**src/logic/cpu_defs.svh**
```systemverilog
// widths, memory depths and instruction encodings for the core
// memory address widths must match the depths below
`ifndef CPU_DEFS_SVH
`define CPU_DEFS_SVH

`define CPU_WORD_W      32
`define CPU_REG_AW      5

`define CPU_IMEM_DEPTH  64
`define CPU_IMEM_AW     6
`define CPU_DMEM_DEPTH  16
`define CPU_DMEM_AW     4

`define CPU_OP_RTYPE    6'h00
`define CPU_OP_ADDI     6'h08
`define CPU_OP_LW       6'h23
`define CPU_OP_SW       6'h2B

`define CPU_FN_ADD      6'h20
`define CPU_FN_SUB      6'h22
`define CPU_FN_AND      6'h24
`define CPU_FN_OR       6'h25
`define CPU_FN_SLT      6'h2A

`endif

```
**src/logic/cpu_pkg.sv**
```systemverilog
// shared types for the pipeline; an all-zero ctrl_t is a bubble
`include "cpu_defs.svh"

package cpu_pkg;

    typedef logic [`CPU_WORD_W-1:0]  word_t;
    typedef logic [`CPU_REG_AW-1:0]  reg_addr_t;
    typedef logic [`CPU_IMEM_AW-1:0] imem_addr_t;
    typedef logic [`CPU_DMEM_AW-1:0] dmem_addr_t;

    // ALU_ADD must stay zero so a bubble decodes as a harmless add
    typedef enum logic [2:0] {
        ALU_ADD = 3'd0,
        ALU_SUB = 3'd1,
        ALU_AND = 3'd2,
        ALU_OR  = 3'd3,
        ALU_SLT = 3'd4
    } alu_op_e;

    typedef struct packed {
        logic    reg_write;
        logic    mem_read;
        logic    mem_write;
        logic    alu_src_imm;   // second operand is the immediate
        logic    mem_to_reg;    // writeback takes load data
        alu_op_e alu_op;
    } ctrl_t;

    typedef struct packed {
        ctrl_t     ctrl;
        word_t     rs_val;
        word_t     rt_val;
        word_t     imm;         // already sign extended
        reg_addr_t dest;
    } id_ex_t;

    typedef struct packed {
        ctrl_t     ctrl;
        word_t     alu_result;
        word_t     store_data;
        reg_addr_t dest;
    } ex_mem_t;

    typedef struct packed {
        logic      reg_write;
        reg_addr_t dest;
        word_t     data;
    } wb_t;

endpackage

```
**src/logic/result_stage.sv**
```systemverilog
// memory and writeback registers with a 16-word data memory
// word index is byte address bits 5:2, so addresses wrap every 16 words
`timescale 1ns/1ps
`include "cpu_defs.svh"

module result_stage (
    input  logic               SYS_clk,
    input  logic               SYS_reset,
    input  cpu_pkg::ex_mem_t   ex_fwd,
    output cpu_pkg::reg_addr_t mem_dest,
    output logic               mem_reg_write,
    output cpu_pkg::wb_t       wb
);
    import cpu_pkg::*;

    ex_mem_t    mem_q;
    dmem_addr_t dmem_idx;
    word_t      dmem [`CPU_DMEM_DEPTH];

    always_ff @(posedge SYS_clk)
    begin
        if (SYS_reset)
            mem_q.ctrl <= '0;
        else
            mem_q <= ex_fwd;
    end

    assign dmem_idx = mem_q.alu_result[`CPU_DMEM_AW+1:2];

    // data words start at zero after reset
    always_ff @(posedge SYS_clk)
    begin
        if (SYS_reset)
        begin
            for (int i = 0; i < `CPU_DMEM_DEPTH; i++)
                dmem[i] <= '0;
        end
        else if (mem_q.ctrl.mem_write)
            dmem[dmem_idx] <= mem_q.store_data;
    end

    always_ff @(posedge SYS_clk)
    begin
        if (SYS_reset)
            wb.reg_write <= 1'b0;
        else
        begin
            wb.reg_write <= mem_q.ctrl.reg_write;
            wb.dest      <= mem_q.dest;
            wb.data      <= mem_q.ctrl.mem_to_reg ? dmem[dmem_idx] : mem_q.alu_result;
        end
    end

    assign mem_dest      = mem_q.dest;
    assign mem_reg_write = mem_q.ctrl.reg_write;

    a_rw_exclusive : assert property (@(posedge SYS_clk) disable iff (SYS_reset)
        !(mem_q.ctrl.mem_read && mem_q.ctrl.mem_write));

endmodule

```
**config.mk**
```make
export PLATFORM = sky130hd
export DESIGN_NAME = result_stage
export DESIGN_NICKNAME = d
export VERILOG_FILES = /design/src/logic/cpu_pkg.sv /design/src/logic/result_stage.sv
export VERILOG_INCLUDE_DIRS = /design/src /design/src/logic
export SDC_FILE = /design/constraint.sdc
export NUM_CORES = 1
export LEC_CHECK = 0
export CORE_MARGIN = 2
export CORE_UTILIZATION = 43
export CTS_CLUSTER_SIZE = 24
export DETAILED_ROUTE_END_ITERATION = 7
export DONT_BUFFER_PORTS = 1
export PLACE_DENSITY_LB_ADDON = 0.2
export SETUP_SLACK_MARGIN = 0.02
export SLEW_MARGIN = 10
export SYNTH_ARGS = -nofsm -noshare
export SYNTH_HDL_FRONTEND = slang
export SYNTH_SLANG_ARGS = --single-unit
```
**constraint.sdc**
```tcl
create_clock -name SYS_clk -period 9.7 [get_ports SYS_clk]
set_clock_uncertainty 0.2 [all_clocks]
set_input_delay 0.97 -clock SYS_clk [delete_from_list [all_inputs] [get_ports SYS_clk]]
set_output_delay 0.97 -clock SYS_clk [all_outputs]
set_load 0.02 [all_outputs]
```
==> summary.txt <==
Critical path
  – Slowest CP cell: dfxtp_4
  – Startpoint Class: flop
  – Critical Path Most Common Cell: buf_4
  – Critical Path End Type: flop
  – Critical Path AT: 4.01 ns
  – CP required: 9.79 ns
  – Max incr delay on CP: 0.91 ns
  – Setup CP Type: reg2reg
  – CP max FO: 38
  – Critical path cell sequence: buf_4 > buf_4 > mux4_2 > o22ai_1 > a221oi_1

Synth
  – Synth Warn #: 0
  – Largest area contributor in the netlist: edfxtp_1
  – Post-Syn Area: 26700 sq um
  – Syn nets: 1664
  – Main synth FF type: edfxtp_1
  – Post-synthesis sequential area ratio: 70.1%
  – Avg Cell Area, Syn: 16.8 sq um
  – Post-Syn Instances: 1585
  – Synth area leaders: edfxtp_1, and2_1, mux4_2, clkbuf_1, mux2i_1
  – #FFs+latches synth: 626
  – Most numerous cell in the Yosys netlist: edfxtp_1
  – EDFF count, synth: 618
  – Synth async-reset ratio: 0%
  – Synth cell types: 27
  – Synth top cells by count: edfxtp_1, and2_1, mux4_2
  – Post-synth top area share: 69.5%

Floorplanning
  – Die W: 253 microns
  – Die height: 253 microns
  – Num rows: 91
  – Die Area: 64100 sq um
  – I/O pin count: 123
  – Core box area: 61600 sq um
  – Starting Density: 43.3%

CTS
  – Clock-pin slew on the worst setup and hold paths: 0.06 ns
  – Clock buffer depth: 3
  – Clock sink count: 626
  – # H-tree levels: 3
  – Worst-Skew Late Latency: 0.61 ns
  – CTS tree: done
  – Setup Buffers After CTS: 0
  – Hold Buf Count CTS: 0
  – CTS Buf Count: 69
  – PostCTS Resize Cnt: 0
  – CTS Root Cell: clkbuf_16

Route
  – DR vias/cell: 5.43
  – Routed Antenna Nets: 0
  – DR vias: 13300
  – Overall routed net length: 65300 microns
  – DRC errors left: 0
  – DRT Pass-1 Iters: 5
  – WL/cell: 26.7 microns
  – Initial DRC Count: 1110

Timing
  – Slew Viols, Final: 0
  – Worst slew margin: 11.2%
  – Worst slew pin tran: 1.33 ns
  – Final Hold Viols: 0
  – Final worst slack: 5.78 ns
  – Setup Viol. Count Final: 0
  – Final Cycle Share: 40.4%
  – Unrepaired setup endpoints after global routing: false
  – Fmax: 255 MHz
  – Fin Setup TNS: 0 ns
  – Final critical-path required period: 3.92 ns

Pwr
  – Leakage power: 10.7 nW
  – Pwr/cell area: 203 nW/um^2
  – Maximum vdd ir drop: 0.127 mV

Worst hold path
  – Worst hold path class: in2reg

Global route
  – Residual overflow from global routing: 0
  – First-pass GRT wire length: 94800 microns
  – Tot GR Track Use: 20.9%
  – Largest net degree at the start of global routing: 129
  – Initial antenna violation count: 0
  – Vias in the first global route: 14000

Place
  – Detailed Place HPWL: 34000 microns
  – DP Worst Slack: 5.68 ns
  – IO Port Bufs: 0
  – Gp weighted congestion: 0.716
  – Dpl cells: 2317

Layout
  – Area Growth Syn to Fin: 11.2%
  – Total Nets Final: 1630
  – Final Core Density: 48.2%
  – Finished Layout Cells: 2442
  – Share of layout cells above drive strength 1: 18.4%
  – # diodes: 0

Status
  – Outcome: complete, no violations

Flow run
  – Maximum Capacitance Violations: 0
worst paths after layout:
kind                 start   endpoint  slack (ns)  cells past startpoint
min              SYS_reset  mem_q[72]        0.24                      1
max                   flop      wb[4]        5.78                      5
min reg2reg  mem_reg_write     wb[37]        0.36                      1
max reg2reg           flop      wb[4]        5.78                      5
cell type report:
cell class                 instances  area [sq um]
clock buffer                      94          1910
clock inverter                    31           215
sequential                       626         18700
timing repair buffer              35           275
multi-input combinational        818          7500
fill                            5163         31900
tap                              837          1050
inverter                           1          8.76
flip-flops by register name, summed over array words and instances (netlist names), named ones only:
register,cells
dmem_idx,4
mem_q,62
mem_dest,5
mem_reg_write,1
wb,38
dmem,512
logic make-up (layout without fill, tap and decap cells):
group | Yosys count | in the layout | share of synthesized area (%)
multiplexers | 164 | 164 | 12.2
flip-flops | 626 | 626 | 70.1
buffers and inverters | 141 | 161 | 2.44
AND/OR/NAND/NOR | 578 | 578 | 13.3
AO/OA/AOI/OAI | 76 | 76 | 2.02
layer usage:
metal	up-vias	part of all wire, %	global-route usage (%)
li1	5862	-	-
met1	6908	42	27.5
met2	425	50	35.1
met3	68	6.9	4.78
met4	0	1.4	5.21
met5	-	0	0
stage by stage:
step                      power (W)  hold slack [ns]  cell area [sq um]
after CTS                   0.00609            0.205              29700
after floorplan             0.00347            0.228              26700
final                       0.00603            0.239              29700
after global placement      0.00360            0.351              27600
after detailed placement    0.00361            0.356              27600
after global routing        0.00622            0.229              29700
placed cells by master (no fill, tap or decap):
cell type / instances
clkinv_8: 2
dfxtp_1: 4
nor3_4: 1
mux2_2: 4
clkbuf_16: 73
or4b_1: 1
and2_1: 512
nor3_2: 3
mux2i_1: 32
nand2b_2: 1
clkinv_2: 10
clkinv_1: 15
and2_2: 1
edfxtp_1: 618
dfxtp_4: 4
nor2_1: 32
buf_4: 34
clkbuf_1: 21
clkinvlp_4: 1
nand4bb_1: 2
a221oi_1: 32
o21ai_4: 12
nor2b_1: 4
nor2_4: 1
nand2b_1: 2
inv_6: 2
buf_12: 1
nand4b_1: 1
o22ai_1: 32
mux4_2: 128
nand2_1: 1
bufinv_16: 2
nor2_2: 11
or2_2: 5
worst max-delay path, delay by kind of cell (launching register included):
kind,cells,cell delay [ns]
muxes,1,0.58
buffers and inverters,2,1.28
AOI/OAI and AO/OA,2,0.57
DFF,1,0.91
power breakdown:
part | internal, W | switching, W | total (W)
Sequential | 0.00308 | 0.000108 | 0.00319
Combinational | 0.000142 | 0.000211 | 0.000353
Clock | 0.00143 | 0.00105 | 0.00248
(Power assumes the default switching activity.)
