`src/logic/cpu_defs.svh`:
```
// widths, memory depths and instruction encodings for the core
// memory address widths must match the depths below
`ifndef CPU_DEFS_SVH
`define CPU_DEFS_SVH

`define CPU_WORD_W      32
`define CPU_REG_AW      5

`define CPU_IMEM_DEPTH  64
`define CPU_IMEM_AW     6
`define CPU_DMEM_DEPTH  16
`define CPU_DMEM_AW     4

`define CPU_OP_RTYPE    6'h00
`define CPU_OP_ADDI     6'h08
`define CPU_OP_LW       6'h23
`define CPU_OP_SW       6'h2B

`define CPU_FN_ADD      6'h20
`define CPU_FN_SUB      6'h22
`define CPU_FN_AND      6'h24
`define CPU_FN_OR       6'h25
`define CPU_FN_SLT      6'h2A

`endif

```
`src/logic/cpu_pkg.sv`:
```
// shared types for the pipeline; an all-zero ctrl_t is a bubble
`include "cpu_defs.svh"

package cpu_pkg;

    typedef logic [`CPU_WORD_W-1:0]  word_t;
    typedef logic [`CPU_REG_AW-1:0]  reg_addr_t;
    typedef logic [`CPU_IMEM_AW-1:0] imem_addr_t;
    typedef logic [`CPU_DMEM_AW-1:0] dmem_addr_t;

    // ALU_ADD must stay zero so a bubble decodes as a harmless add
    typedef enum logic [2:0] {
        ALU_ADD = 3'd0,
        ALU_SUB = 3'd1,
        ALU_AND = 3'd2,
        ALU_OR  = 3'd3,
        ALU_SLT = 3'd4
    } alu_op_e;

    typedef struct packed {
        logic    reg_write;
        logic    mem_read;
        logic    mem_write;
        logic    alu_src_imm;   // second operand is the immediate
        logic    mem_to_reg;    // writeback takes load data
        alu_op_e alu_op;
    } ctrl_t;

    typedef struct packed {
        ctrl_t     ctrl;
        word_t     rs_val;
        word_t     rt_val;
        word_t     imm;         // already sign extended
        reg_addr_t dest;
    } id_ex_t;

    typedef struct packed {
        ctrl_t     ctrl;
        word_t     alu_result;
        word_t     store_data;
        reg_addr_t dest;
    } ex_mem_t;

    typedef struct packed {
        logic      reg_write;
        reg_addr_t dest;
        word_t     data;
    } wb_t;

endpackage

```
`src/logic/execute_stage.sv`:
```
// execute register and ALU; add and sub wrap, slt compares signed
// a stall loads a bubble, only the control bundle is cleared
`timescale 1ns/1ps

module execute_stage (
    input  logic                SYS_clk,
    input  logic                SYS_reset,
    input  logic                stall,
    input  cpu_pkg::id_ex_t     id_ex,
    output cpu_pkg::ex_mem_t    ex_fwd,
    output cpu_pkg::reg_addr_t  ex_dest,
    output logic                ex_reg_write
);
    import cpu_pkg::*;

    id_ex_t ex_q;
    word_t  op_b;
    word_t  alu_result;

    always_ff @(posedge SYS_clk)
    begin
        if (SYS_reset || stall)
            ex_q.ctrl <= '0;            // bubble
        else
            ex_q <= id_ex;
    end

    assign op_b = ex_q.ctrl.alu_src_imm ? ex_q.imm : ex_q.rt_val;

    always_comb
    begin
        case (ex_q.ctrl.alu_op)
            ALU_ADD: alu_result = ex_q.rs_val + op_b;
            ALU_SUB: alu_result = ex_q.rs_val - op_b;
            ALU_AND: alu_result = ex_q.rs_val & op_b;
            ALU_OR:  alu_result = ex_q.rs_val | op_b;
            ALU_SLT:
            begin
                alu_result = '0;
                alu_result[0] = $signed(ex_q.rs_val) < $signed(op_b);
            end
            default: alu_result = '0;
        endcase
    end

    always_comb
    begin
        ex_fwd.ctrl       = ex_q.ctrl;
        ex_fwd.alu_result = alu_result;
        ex_fwd.store_data = ex_q.rt_val;    // sw data comes from rt
        ex_fwd.dest       = ex_q.dest;
    end

    assign ex_dest      = ex_q.dest;
    assign ex_reg_write = ex_q.ctrl.reg_write;

endmodule

```
`config.mk`:
```
export PLATFORM = sky130hd
export DESIGN_NAME = execute_stage
export DESIGN_NICKNAME = d
export VERILOG_FILES = /design/src/logic/cpu_pkg.sv /design/src/logic/execute_stage.sv
export VERILOG_INCLUDE_DIRS = /design/src /design/src/logic
export SDC_FILE = /design/constraint.sdc
export NUM_CORES = 1
export LEC_CHECK = 0
export BUFFER_PORTS_ARGS = -buffer_cell sky130_fd_sc_hd__buf_2
export CAP_MARGIN = 20
export CORE_MARGIN = 10
export CORE_UTILIZATION = 25
export DETAILED_ROUTE_END_ITERATION = 10
export PLACE_DENSITY = 0.44
export SLEW_MARGIN = 0
export SYNTH_ARGS = -nofsm -noshare
export SYNTH_HDL_FRONTEND = slang
export SYNTH_SLANG_ARGS = --single-unit
```
`constraint.sdc`:
```
create_clock -name SYS_clk -period 6.6 [get_ports SYS_clk]
set_clock_uncertainty 0.1 [all_clocks]
set_input_delay 0.33 -clock SYS_clk [delete_from_list [all_inputs] [get_ports SYS_clk]]
set_output_delay 0.33 -clock SYS_clk [all_outputs]
set_load 0.005 [all_outputs]
```
==> qor.txt <==
====================================================================================================
Worst hold margin                                                                            30.4 ps
Share of the synthesized area in the top cell type                                             33.3%
Initial drt markers                                                                              344
Peak per-stage delay on the critical path                                                     690 ps
CTS H-tree depth                                                                                   3
Number of synthesized flops with an enable pin                                                   101
Average wire per cell in the routed design                                                   19.2 µm
Clock-pin slew reported for the worst setup and hold paths after clock tree synthesis          80 ps
Number of nets produced by synthesis                                                            1202
Die X                                                                                         211 µm
Setup WS post-layout                                                                         1610 ps
Final weighted congestion in routability-driven placement                                      0.888
Clock period minus final worst setup slack                                                   4990 ps
Period utilization                                                                             75.6%
Beginning of the worst hold path                                                           id_ex[10]
Crit Path Max Fanout                                                                              18
Post-synth top flop                                                                         edfxtp_1
Arrival @ worst endpoint                                                                     4560 ps
Ratio of routed vias to standard cells                                                          4.75
Library cell occupying the most area in the post-synthesis netlist                          edfxtp_1
Global routing usage summed across all routing layers                                          14.4%
Cell count after synthesis                                                                       982
Floorplan die area                                                                         44500 µm²
Fill cells                                                                                      3784
Power per unit of standard cell area                                                      200 nW/µm²
CTS tree                                                                                        done
Final design utilization                                                                       31.8%
Overflow left after global routing                                                                 0
Wire length of the first global-routing pass                                                49300 µm
Critical path class                                                                          reg2out
Clock root buffer                                                                          clkbuf_16
CP top delay family                                                                     compound AO/OA/AOI/OAI gates
Unrepaired setup endpoints after global routing                                                   no
Number of storage elements in the synthesis netlist                                              109
Leakage Power                                                                                4.90 nW
Fraction of final layout cells sized beyond drive strength 1                                   20.1%
Post-Syn Area                                                                               9120 µm²
Top cells by area, synth                                                                edfxtp_1 (33%), ha_1 (15%), buf_4 (4.2%)
Maximum number of pins on one net before global-route repair                                      83
Number of violations of the max-capacitance limit                                                  0
Maximum number of buffers from clock root to sink                                                  2
Total negative slack for setup checks                                                           0 ps
Worst hold path class                                                                         in2reg
Initial core utilization                                                                       25.5%
Seq/Total Area, Yosys                                                                          35.0%
Setup crit end kind                                                                      output port
Die span in y                                                                                 211 µm
Post-DP HPWL                                                                                23900 µm
Initial antenna violation count                                                                    1
Number of buffers added on ports                                                                 194
Number of max-slew violations in the final report                                                  0
Result of the run                                                                          completed
Detailed-route DRC error count                                                                     0
Total vias in the final route                                                                   7857
Most common cell in the synthesized netlist                                                     ha_1
CP startpoint kind                                                                              flop
Number of global-route vias before repair                                                       8180
Fmax                                                                                         200 MHz
Number of clock buffers inserted by TritonCTS                                                      9
# diodes                                                                                           0
Final setup violation count                                                                        0
Number of sinks driven by the clock tree                                                         109
Number of buffers and inverters on the critical path                                               2
Relative area change from synthesis to final layout                                            24.6%
Total setup buffers inserted after CTS                                                             0
Cell Rows                                                                                         69
Largest vdd supply drop                                                                       126 µV
Fin. Hold Viols                                                                                    0
Number of non-filler instances in the completed layout                                          1653
Cell-by-cell trace of the critical path                                                 buf_4, mux2i_1, ha_1, nor2_1, nand4_1, a21oi_1, o31ai_4, o211ai_1, a41oi_1, o21a_1, o32ai_1, buf_2
WHS Endpoint                                                                                ex_q[10]
First drt pass iteration count                                                                     5
Post-DRT Antenna Nets                                                                              0
Cell depth of the worst hold path                                                                  1
Slowest stage cell on the critical path                                                      dfxtp_2
Placed cells                                                                                    1549
Dpl ws                                                                                       1890 ps
# nets final                                                                                    1407
Number of different library cells in the post-synthesis netlist                                   83
Count of boundary I/O pins                                                                       195
Pin slew with the least headroom to its limit                                                 866 ps
Share of synthesized registers carrying an async set or reset                                     0%
Critical path data required time                                                             6170 ps
YS warnings                                                                                        0
Total length of routed wires                                                                31700 µm
Slew headroom                                                                                  42.3%
Avg Synthesized Cell Area                                                                   9.28 µm²
Top cells by count, synth                                                               ha_1 (106), edfxtp_1 (101), inv_1 (92), nor2_1 (79), a21oi_1 (72)
Core region area                                                                           35700 µm²
====================================================================================================
-- per-stage QoR --
step           cell area (µm²)  total power [mW]
2_1_floorplan             9120              1.37
3_3_place_gp             10200              1.65
3_5_place_dp             10200              1.64
4_1_cts                  11400              2.32
5_1_grt                  11400              2.43
6_report                 11400              2.27
-- flip-flops by register name, summed over array words and instances, names as in the netlist --
name          flops
ex_dest           5
ex_fwd           39
ex_q             64
ex_reg_write      1
-- routing by layer --
metal  vias to the layer above  GRT usage (%)  routed length (µm)
met3                        21           2.61                1340
met4                         0           4.12                 482
met2                       186           23.0               14600
met1                      3763           19.4               15300
li1                       3887              -                   -
met5                         -              0                   0
-- layout make-up --
cell class	instances	area, µm²	share of cell area [%]
well taps	461	577	5.08
repair buffers	289	1900	16.8
clock inverters	7	91.3	0.804
multi-input cells	684	5020	44.1
flip-flops and latches	109	3200	28.1
clock buffers	9	225	1.98
inverters	94	353	3.10
-- how the worst max path moves through the flow --
stage,startpoint,to,slack (ps),cells past startpoint
final,ex_fwd[73],ex_fwd[67],1610,12
after floorplan,SYS_reset,ex_dest[0],1240,1
after global routing,ex_fwd[73],ex_fwd[66],1170,12
after global placement,ex_fwd[73],ex_fwd[67],1980,12
after detailed placement,ex_fwd[73],ex_fwd[67],1890,12
after CTS,ex_fwd[73],ex_fwd[67],1420,12
-- logic make-up after synthesis --
family | Yosys count | share of synthesized area (%)
compound gates | 276 | 20.7
simple gates | 244 | 13.2
buf+inv | 189 | 10.0
flops | 109 | 35.0
fa+ha+maj | 108 | 15.0
mux | 38 | 4.32
xor+xnor | 18 | 1.73
-- placed cells by master (no fill, tap or decap), drive strengths merged, types with 9 or more instances in the layout --
| cell | n |
|---|---|
| o21bai | 10 |
| nand2 | 53 |
| a211oi | 21 |
| a21o | 20 |
| ha | 106 |
| xnor2 | 16 |
| mux2i | 36 |
| nand2b | 9 |
| nor2b | 11 |
| buf | 201 |
| edfxtp | 101 |
| nand3 | 15 |
| o31ai | 9 |
| a21oi | 73 |
| nor2 | 79 |
| o21ai | 53 |
| clkbuf | 9 |
| inv | 97 |
| dlygate4sd3 | 88 |
| nor3 | 17 |
| o211ai | 9 |
| nor4 | 9 |
| o21a | 11 |
| and2 | 9 |
-- power by group --
| part | leakage [nW] | switching [mW] | internal [mW] |
|---|---|---|---|
| registers | 1.01 | 0.0299 | 0.806 |
| logic | 3.73 | 0.482 | 0.346 |
| clock network | 0.157 | 0.304 | 0.306 |
| total | 4.90 | 0.815 | 1.46 |
-- repair_timing --
item / 4_1_cts / 5_1_grt
hold endpoints to repair: 88 / 0
hold buffers: 88 / 0
resized for setup: 0 / 0
Power figures use the tool's default switching activity.
