<file path="src/logic/cpu_defs.svh">
// widths, memory depths and instruction encodings for the core
// memory address widths must match the depths below
`ifndef CPU_DEFS_SVH
`define CPU_DEFS_SVH

`define CPU_WORD_W      32
`define CPU_REG_AW      5

`define CPU_IMEM_DEPTH  64
`define CPU_IMEM_AW     6
`define CPU_DMEM_DEPTH  16
`define CPU_DMEM_AW     4

`define CPU_OP_RTYPE    6'h00
`define CPU_OP_ADDI     6'h08
`define CPU_OP_LW       6'h23
`define CPU_OP_SW       6'h2B

`define CPU_FN_ADD      6'h20
`define CPU_FN_SUB      6'h22
`define CPU_FN_AND      6'h24
`define CPU_FN_OR       6'h25
`define CPU_FN_SLT      6'h2A

`endif

</file>
<file path="src/logic/cpu_pkg.sv">
// shared types for the pipeline; an all-zero ctrl_t is a bubble
`include "cpu_defs.svh"

package cpu_pkg;

    typedef logic [`CPU_WORD_W-1:0]  word_t;
    typedef logic [`CPU_REG_AW-1:0]  reg_addr_t;
    typedef logic [`CPU_IMEM_AW-1:0] imem_addr_t;
    typedef logic [`CPU_DMEM_AW-1:0] dmem_addr_t;

    // ALU_ADD must stay zero so a bubble decodes as a harmless add
    typedef enum logic [2:0] {
        ALU_ADD = 3'd0,
        ALU_SUB = 3'd1,
        ALU_AND = 3'd2,
        ALU_OR  = 3'd3,
        ALU_SLT = 3'd4
    } alu_op_e;

    typedef struct packed {
        logic    reg_write;
        logic    mem_read;
        logic    mem_write;
        logic    alu_src_imm;   // second operand is the immediate
        logic    mem_to_reg;    // writeback takes load data
        alu_op_e alu_op;
    } ctrl_t;

    typedef struct packed {
        ctrl_t     ctrl;
        word_t     rs_val;
        word_t     rt_val;
        word_t     imm;         // already sign extended
        reg_addr_t dest;
    } id_ex_t;

    typedef struct packed {
        ctrl_t     ctrl;
        word_t     alu_result;
        word_t     store_data;
        reg_addr_t dest;
    } ex_mem_t;

    typedef struct packed {
        logic      reg_write;
        reg_addr_t dest;
        word_t     data;
    } wb_t;

endpackage

</file>
<file path="src/logic/fetch_stage.sv">
// PC and instruction memory; the memory has no reset and is loaded through the write port
// PC saturates at the last word, so a program must end within the memory
`timescale 1ns/1ps
`include "cpu_defs.svh"

module fetch_stage (
    input  logic                SYS_clk,
    input  logic                SYS_reset,
    input  logic                stall,
    input  logic                load_en,
    input  cpu_pkg::imem_addr_t load_addr,
    input  cpu_pkg::word_t      load_data,
    output cpu_pkg::word_t      instr,
    output cpu_pkg::imem_addr_t pc
);
    import cpu_pkg::*;

    localparam imem_addr_t LAST_PC = imem_addr_t'(`CPU_IMEM_DEPTH - 1);

    word_t      imem [`CPU_IMEM_DEPTH];
    imem_addr_t pc_q;

    // load port, meant to be used while the core is held in reset
    always_ff @(posedge SYS_clk)
    begin
        if (load_en)
            imem[load_addr] <= load_data;
    end

    always_ff @(posedge SYS_clk)
    begin
        if (SYS_reset)
            pc_q <= '0;
        else if (!stall && pc_q != LAST_PC)
            pc_q <= pc_q + 1'b1;    // one word per instruction
    end

    assign pc    = pc_q;
    assign instr = imem[pc_q];      // combinational read at PC

endmodule

</file>
<file path="config.mk">
export PLATFORM = sky130hd
export DESIGN_NAME = fetch_stage
export DESIGN_NICKNAME = d
export VERILOG_FILES = /design/src/logic/cpu_pkg.sv /design/src/logic/fetch_stage.sv
export VERILOG_INCLUDE_DIRS = /design/src /design/src/logic
export SDC_FILE = /design/constraint.sdc
export NUM_CORES = 2
export LEC_CHECK = 0
export ABC_AREA = 1
export ABC_CLOCK_PERIOD_IN_PS = 8500
export BUFFER_PORTS_ARGS = -buffer_cell sky130_fd_sc_hd__buf_2
export CAP_MARGIN = 20
export CORE_MARGIN = 2
export CORE_UTILIZATION = 40
export CTS_BUF_LIST = sky130_fd_sc_hd__clkbuf_4 sky130_fd_sc_hd__clkbuf_8
export DETAILED_ROUTE_END_ITERATION = 8
export PLACE_DENSITY = 0.55
export SLEW_MARGIN = 0
export SYNTH_ARGS = -nofsm -noshare
export SYNTH_HDL_FRONTEND = slang
export SYNTH_SLANG_ARGS = --single-unit
</file>
<file path="constraint.sdc">
create_clock -name SYS_clk -period 8.5 [get_ports SYS_clk]
set_input_delay 0.85 -clock SYS_clk [delete_from_list [all_inputs] [get_ports SYS_clk]]
set_output_delay 0.85 -clock SYS_clk [all_outputs]
set_load 0.01 [all_outputs]
</file>
==> results <==
- The detailed-router iteration count before antenna repair is 5.
- Of the total synthesized cell area, the portion taken by full adders, half adders and majority gates is 0.000152.
- After synthesis, the share of cell area in mux cells is 0.
- The number of distinct standard cells referenced by the synthesized netlist is 19.
- The quantity of hold-fixing buffers added after cts is 1.
- The die boundary width is ~460 µm.
- During placement, the flow inserted port buffers numbering 79.
- The compound-cell area share of the yosys netlist was 0.000485.
- By area the synthesized netlist is led by sky130_fd_sc_hd__edfxtp_1 75%, sky130_fd_sc_hd__nand3_1 11%, sky130_fd_sc_hd__nand2_1 10%, sky130_fd_sc_hd__buf_2 1.6%, sky130_fd_sc_hd__clkbuf_1 0.40%.
- After clock tree synthesis, the clock-pin slew on the worst setup and hold paths is 60 ps.
- The count of antenna-violating nets left after detailed routing is 0.
- Across the VDD grid, the largest voltage drop is 173 µV.
- The post-synthesis cell area is 82500 µm².
- The number of cells produced by synthesis is approximately 6800.
- The share of the synthesized area in the top cell type is 0.745.
- The total via count after detailed routing is between 50000 and 60000.
- The largest net degree at the start of global routing is about 200.
- The run finished with clean final reports.
- In this run the tightest slew margin relative to its limit is 0.231.
- The power density relative to cell area is 229 nW/µm².
- The tool flagged a number of max-cap violations equal to 0.
- In the final layout, the share of cells above drive strength 1 is 0.114.
- The capture endpoint of the worst hold path is imem[28][18].
- The worst setup path is captured at an output port.
- In this run the static leakage power is 32.3 nW.
- The length in cells of the worst reg-to-reg path is 7.
- Buffers inserted during clock tree synthesis total around 350.
- In the routed layout, each cell is associated on average with a via count of roughly 5.5.
- The tightest min-delay check is of the input port to flip-flop type.
- Across every metal layer, demand over resource in global routing totals 0.233.
- The measured slew at the worst slew-check pin is ~1200 ps.
- The final layout contains ~7000 nets.
- The number of DRC violations after detailed-routing iteration 0 is a little over 6000.
- The net count of the mapped netlist is between 6000 and 7000.
- Wires add up to 249000 µm.
- The synthesized-area fraction occupied by and/or/nand/nor cells is 0.223.
- The final worst-path cycle share is 0.705.
- The element type at the critical path start is a flip-flop.
- The initial utilization of the core area, before any placement, comes to 0.403.
- The cell taking the most area after synthesis is sky130_fd_sc_hd__edfxtp_1.
- After floorplanning, the core was divided into ~170 placement rows.
- The via count of the first global-routing pass is between 50000 and 60000.
- During synthesis, Yosys emitted a total of 0 warnings.
- The floorplan step defined a core boundary enclosing just over 200000 µm².
- The floorplan step defined a die boundary enclosing roughly 210000 µm².
- After global routing the overflow that remains totals 0.
- Dividing the detail-routed wire length by the instance count gives 25.2 µm.
- The cell sitting at the root of the clock tree is a sky130_fd_sc_hd__clkbuf_8.
- The register-to-register path setup slack is ~7000 ps.
- The residual DRC count is 0.
- In this run the worst path has a maximum fanout of 69.
- The clock tree buffer depth is 4.
- The relative area change from synthesis to final layout is 12.1%.
- The post-cts repair resize count is 0.
- The xor/xnor share of the synthesized area is 0.000106.
- The reg-to-reg critical path startpoint is pc[0].
- The number of failing hold endpoints at the final stage was 0.
- For the worst setup path, the data arrival time is around 5200 ps.
- The first global-routing pass estimated 361000 µm of wire.
- The register area share after synthesis is 0.748.
- The number of register bits inferred by synthesis is about 2100.
- The final period demand of the worst path is approximately 6000 ps.
- A synthesized cell averages between 10 and 15 µm².
- Setup repair after global routing left no endpoint under its margin.
- The startpoint identified for the worst hold timing path is load_data[18].
- The total count of max-transition violations in the final report is 0.
- The timing-limited maximum frequency is 167 MHz.
- The hold path depth is 1.
- Clock latency on the worst-skew pair, taken at its later pin, is about 1100 ps.
- The H-tree generated during clock tree synthesis spans 5 levels.
- The buffer count from post-CTS setup fixing is 0.
- The die height is between 400 and 500 µm.
- Setup total negative slack on the finished layout was measured at 0 ps.
- Clock tree synthesis found a total of approximately 2100 sinks.
- The total of fill cells in the finished design is between 15000 and 20000.
- The half-perimeter wire length of the detailed placement result is between 100000 and 150000 µm.
- TritonCTS built the clock tree.
- The data required time of the critical path is ~7700 ps.
- The total power of the final layout is 21.2 mW.
- The routability congestion estimate from global placement is a little under 0.8.
- The final number of setup-violating endpoints is 0.
- The combinational family with the most area after synthesis is simple AND/OR/NAND/NOR gates.
- The type of the setup path with the least slack is flip-flop to output port.
- The I/O pin count is 80.
- The initial antenna violation count is 18.
- Between clock sinks in the finished design, the worst skew comes to about 8.0 ps.
-- registers in the layout, indices dropped and copies added, names as in the netlist, named ones only --
signal,flops
imem,2048
pc,6
-- worst max-delay path, stage by stage, from the launching register on --
cell and delay, ps:
sky130_fd_sc_hd__dfxtp_4 1010, sky130_fd_sc_hd__buf_4 860, sky130_fd_sc_hd__buf_4 780, sky130_fd_sc_hd__nand3_1 140, sky130_fd_sc_hd__nand3_1 110, sky130_fd_sc_hd__nand3_1 120
sky130_fd_sc_hd__nand2_1 120, sky130_fd_sc_hd__nand2_1 110, sky130_fd_sc_hd__nand3_1 300, sky130_fd_sc_hd__nand2_1 150, sky130_fd_sc_hd__buf_2 170
-- power by group --
group / switching (mW) / internal, mW
Sequential: 0.0322 / 11.2
Clock: 3.88 / 4.60
Combinational: 1.07 / 0.373
Total: 4.98 / 16.2
-- how the worst max path moves through the flow --
stage | startpoint | end | slack (ps) | cells past startpoint
floorplan | load_en | imem[48][0] | 3520 | 3
global placement | flip-flop | instr[23] | 3670 | 10
detailed placement | flip-flop | instr[21] | 3680 | 10
CTS | flip-flop | instr[21] | 2500 | 10
global route | flip-flop | instr[21] | 2250 | 10
finish | flip-flop | instr[26] | 2500 | 10
-- cell families after synthesis --
group                      Yosys count
and+or+nand+nor                   4268
DFF                               2060
buffers and inverters              467
AOI/OAI and AO/OA                    8
xor gates and xnor gates             1
adders and majority gates            1
-- cells in the final DEF, fill, tap and decap left out, types with 2 or more instances in the layout --
cell type,Yosys,routed
sky130_fd_sc_hd__nand2_1,2301,2301
sky130_fd_sc_hd__edfxtp_1,2048,2048
sky130_fd_sc_hd__nand3_1,1887,1887
sky130_fd_sc_hd__clkbuf_8,0,362
sky130_fd_sc_hd__clkbuf_4,0,137
sky130_fd_sc_hd__buf_4,39,116
sky130_fd_sc_hd__buf_2,265,79
sky130_fd_sc_hd__clkinv_1,0,68
sky130_fd_sc_hd__nor2_4,0,56
sky130_fd_sc_hd__buf_12,0,27
sky130_fd_sc_hd__clkinv_2,0,17
sky130_fd_sc_hd__inv_1,15,13
sky130_fd_sc_hd__nand4_1,9,9
sky130_fd_sc_hd__nor4_2,0,8
sky130_fd_sc_hd__nor2_1,63,7
sky130_fd_sc_hd__dfxtp_1,12,6
sky130_fd_sc_hd__dfxtp_4,0,5
sky130_fd_sc_hd__diode_2,0,4
sky130_fd_sc_hd__o21ai_0,4,4
sky130_fd_sc_hd__a21oi_1,4,4
sky130_fd_sc_hd__clkinvlp_4,0,4
sky130_fd_sc_hd__inv_6,0,3
sky130_fd_sc_hd__bufinv_16,0,3
sky130_fd_sc_hd__inv_8,0,2
-- through the flow --
stage | cell area [µm²] | hold slack, ps | cells | util | setup slack (ps)
6_report | 92500 | 93.1 | 9863 | 0.452 | 2500
5_1_grt | 92500 | 52.1 | 9862 | 0.452 | 2250
4_1_cts | 92200 | 130 | 9845 | 0.450 | 2500
3_5_place_dp | 85700 | 494 | 9252 | 0.419 | 3680
3_3_place_gp | 85700 | 500 | 9251 | 0.418 | 3670
2_1_floorplan | 82500 | 511 | 6805 | - | 3520
-- synthesized netlist by cell type (all sizes together) --
library cell	count
a21oi	4
buf	362
clkbuf	87
dfxtp	12
edfxtp	2048
ha	1
inv	18
nand2	2301
nand3	1887
nand4	9
nor2	63
nor4	8
o21ai	4
xor2	1
-- final cells by class --
type	count	area, µm²	area share
well taps	2688	3360	0.0364
clock buffers	499	6010	0.0650
multi-input cells	4278	19000	0.205
repair buffers	223	1820	0.0196
diodes	4	10.0	0.000108
inverters	18	105	0.00114
clock inverters	93	473	0.00511
flip-flops and latches	2060	61800	0.668
-- per-layer routing --
layer,vias up,part of all wire,GRT usage
met2,2239,0.47,0.371
met3,459,0.075,0.0387
li1,24491,-,-
met1,27240,0.42,0.324
met5,-,0.000097,0
met4,4,0.034,0.0851
Power figures use the tool's default switching activity.
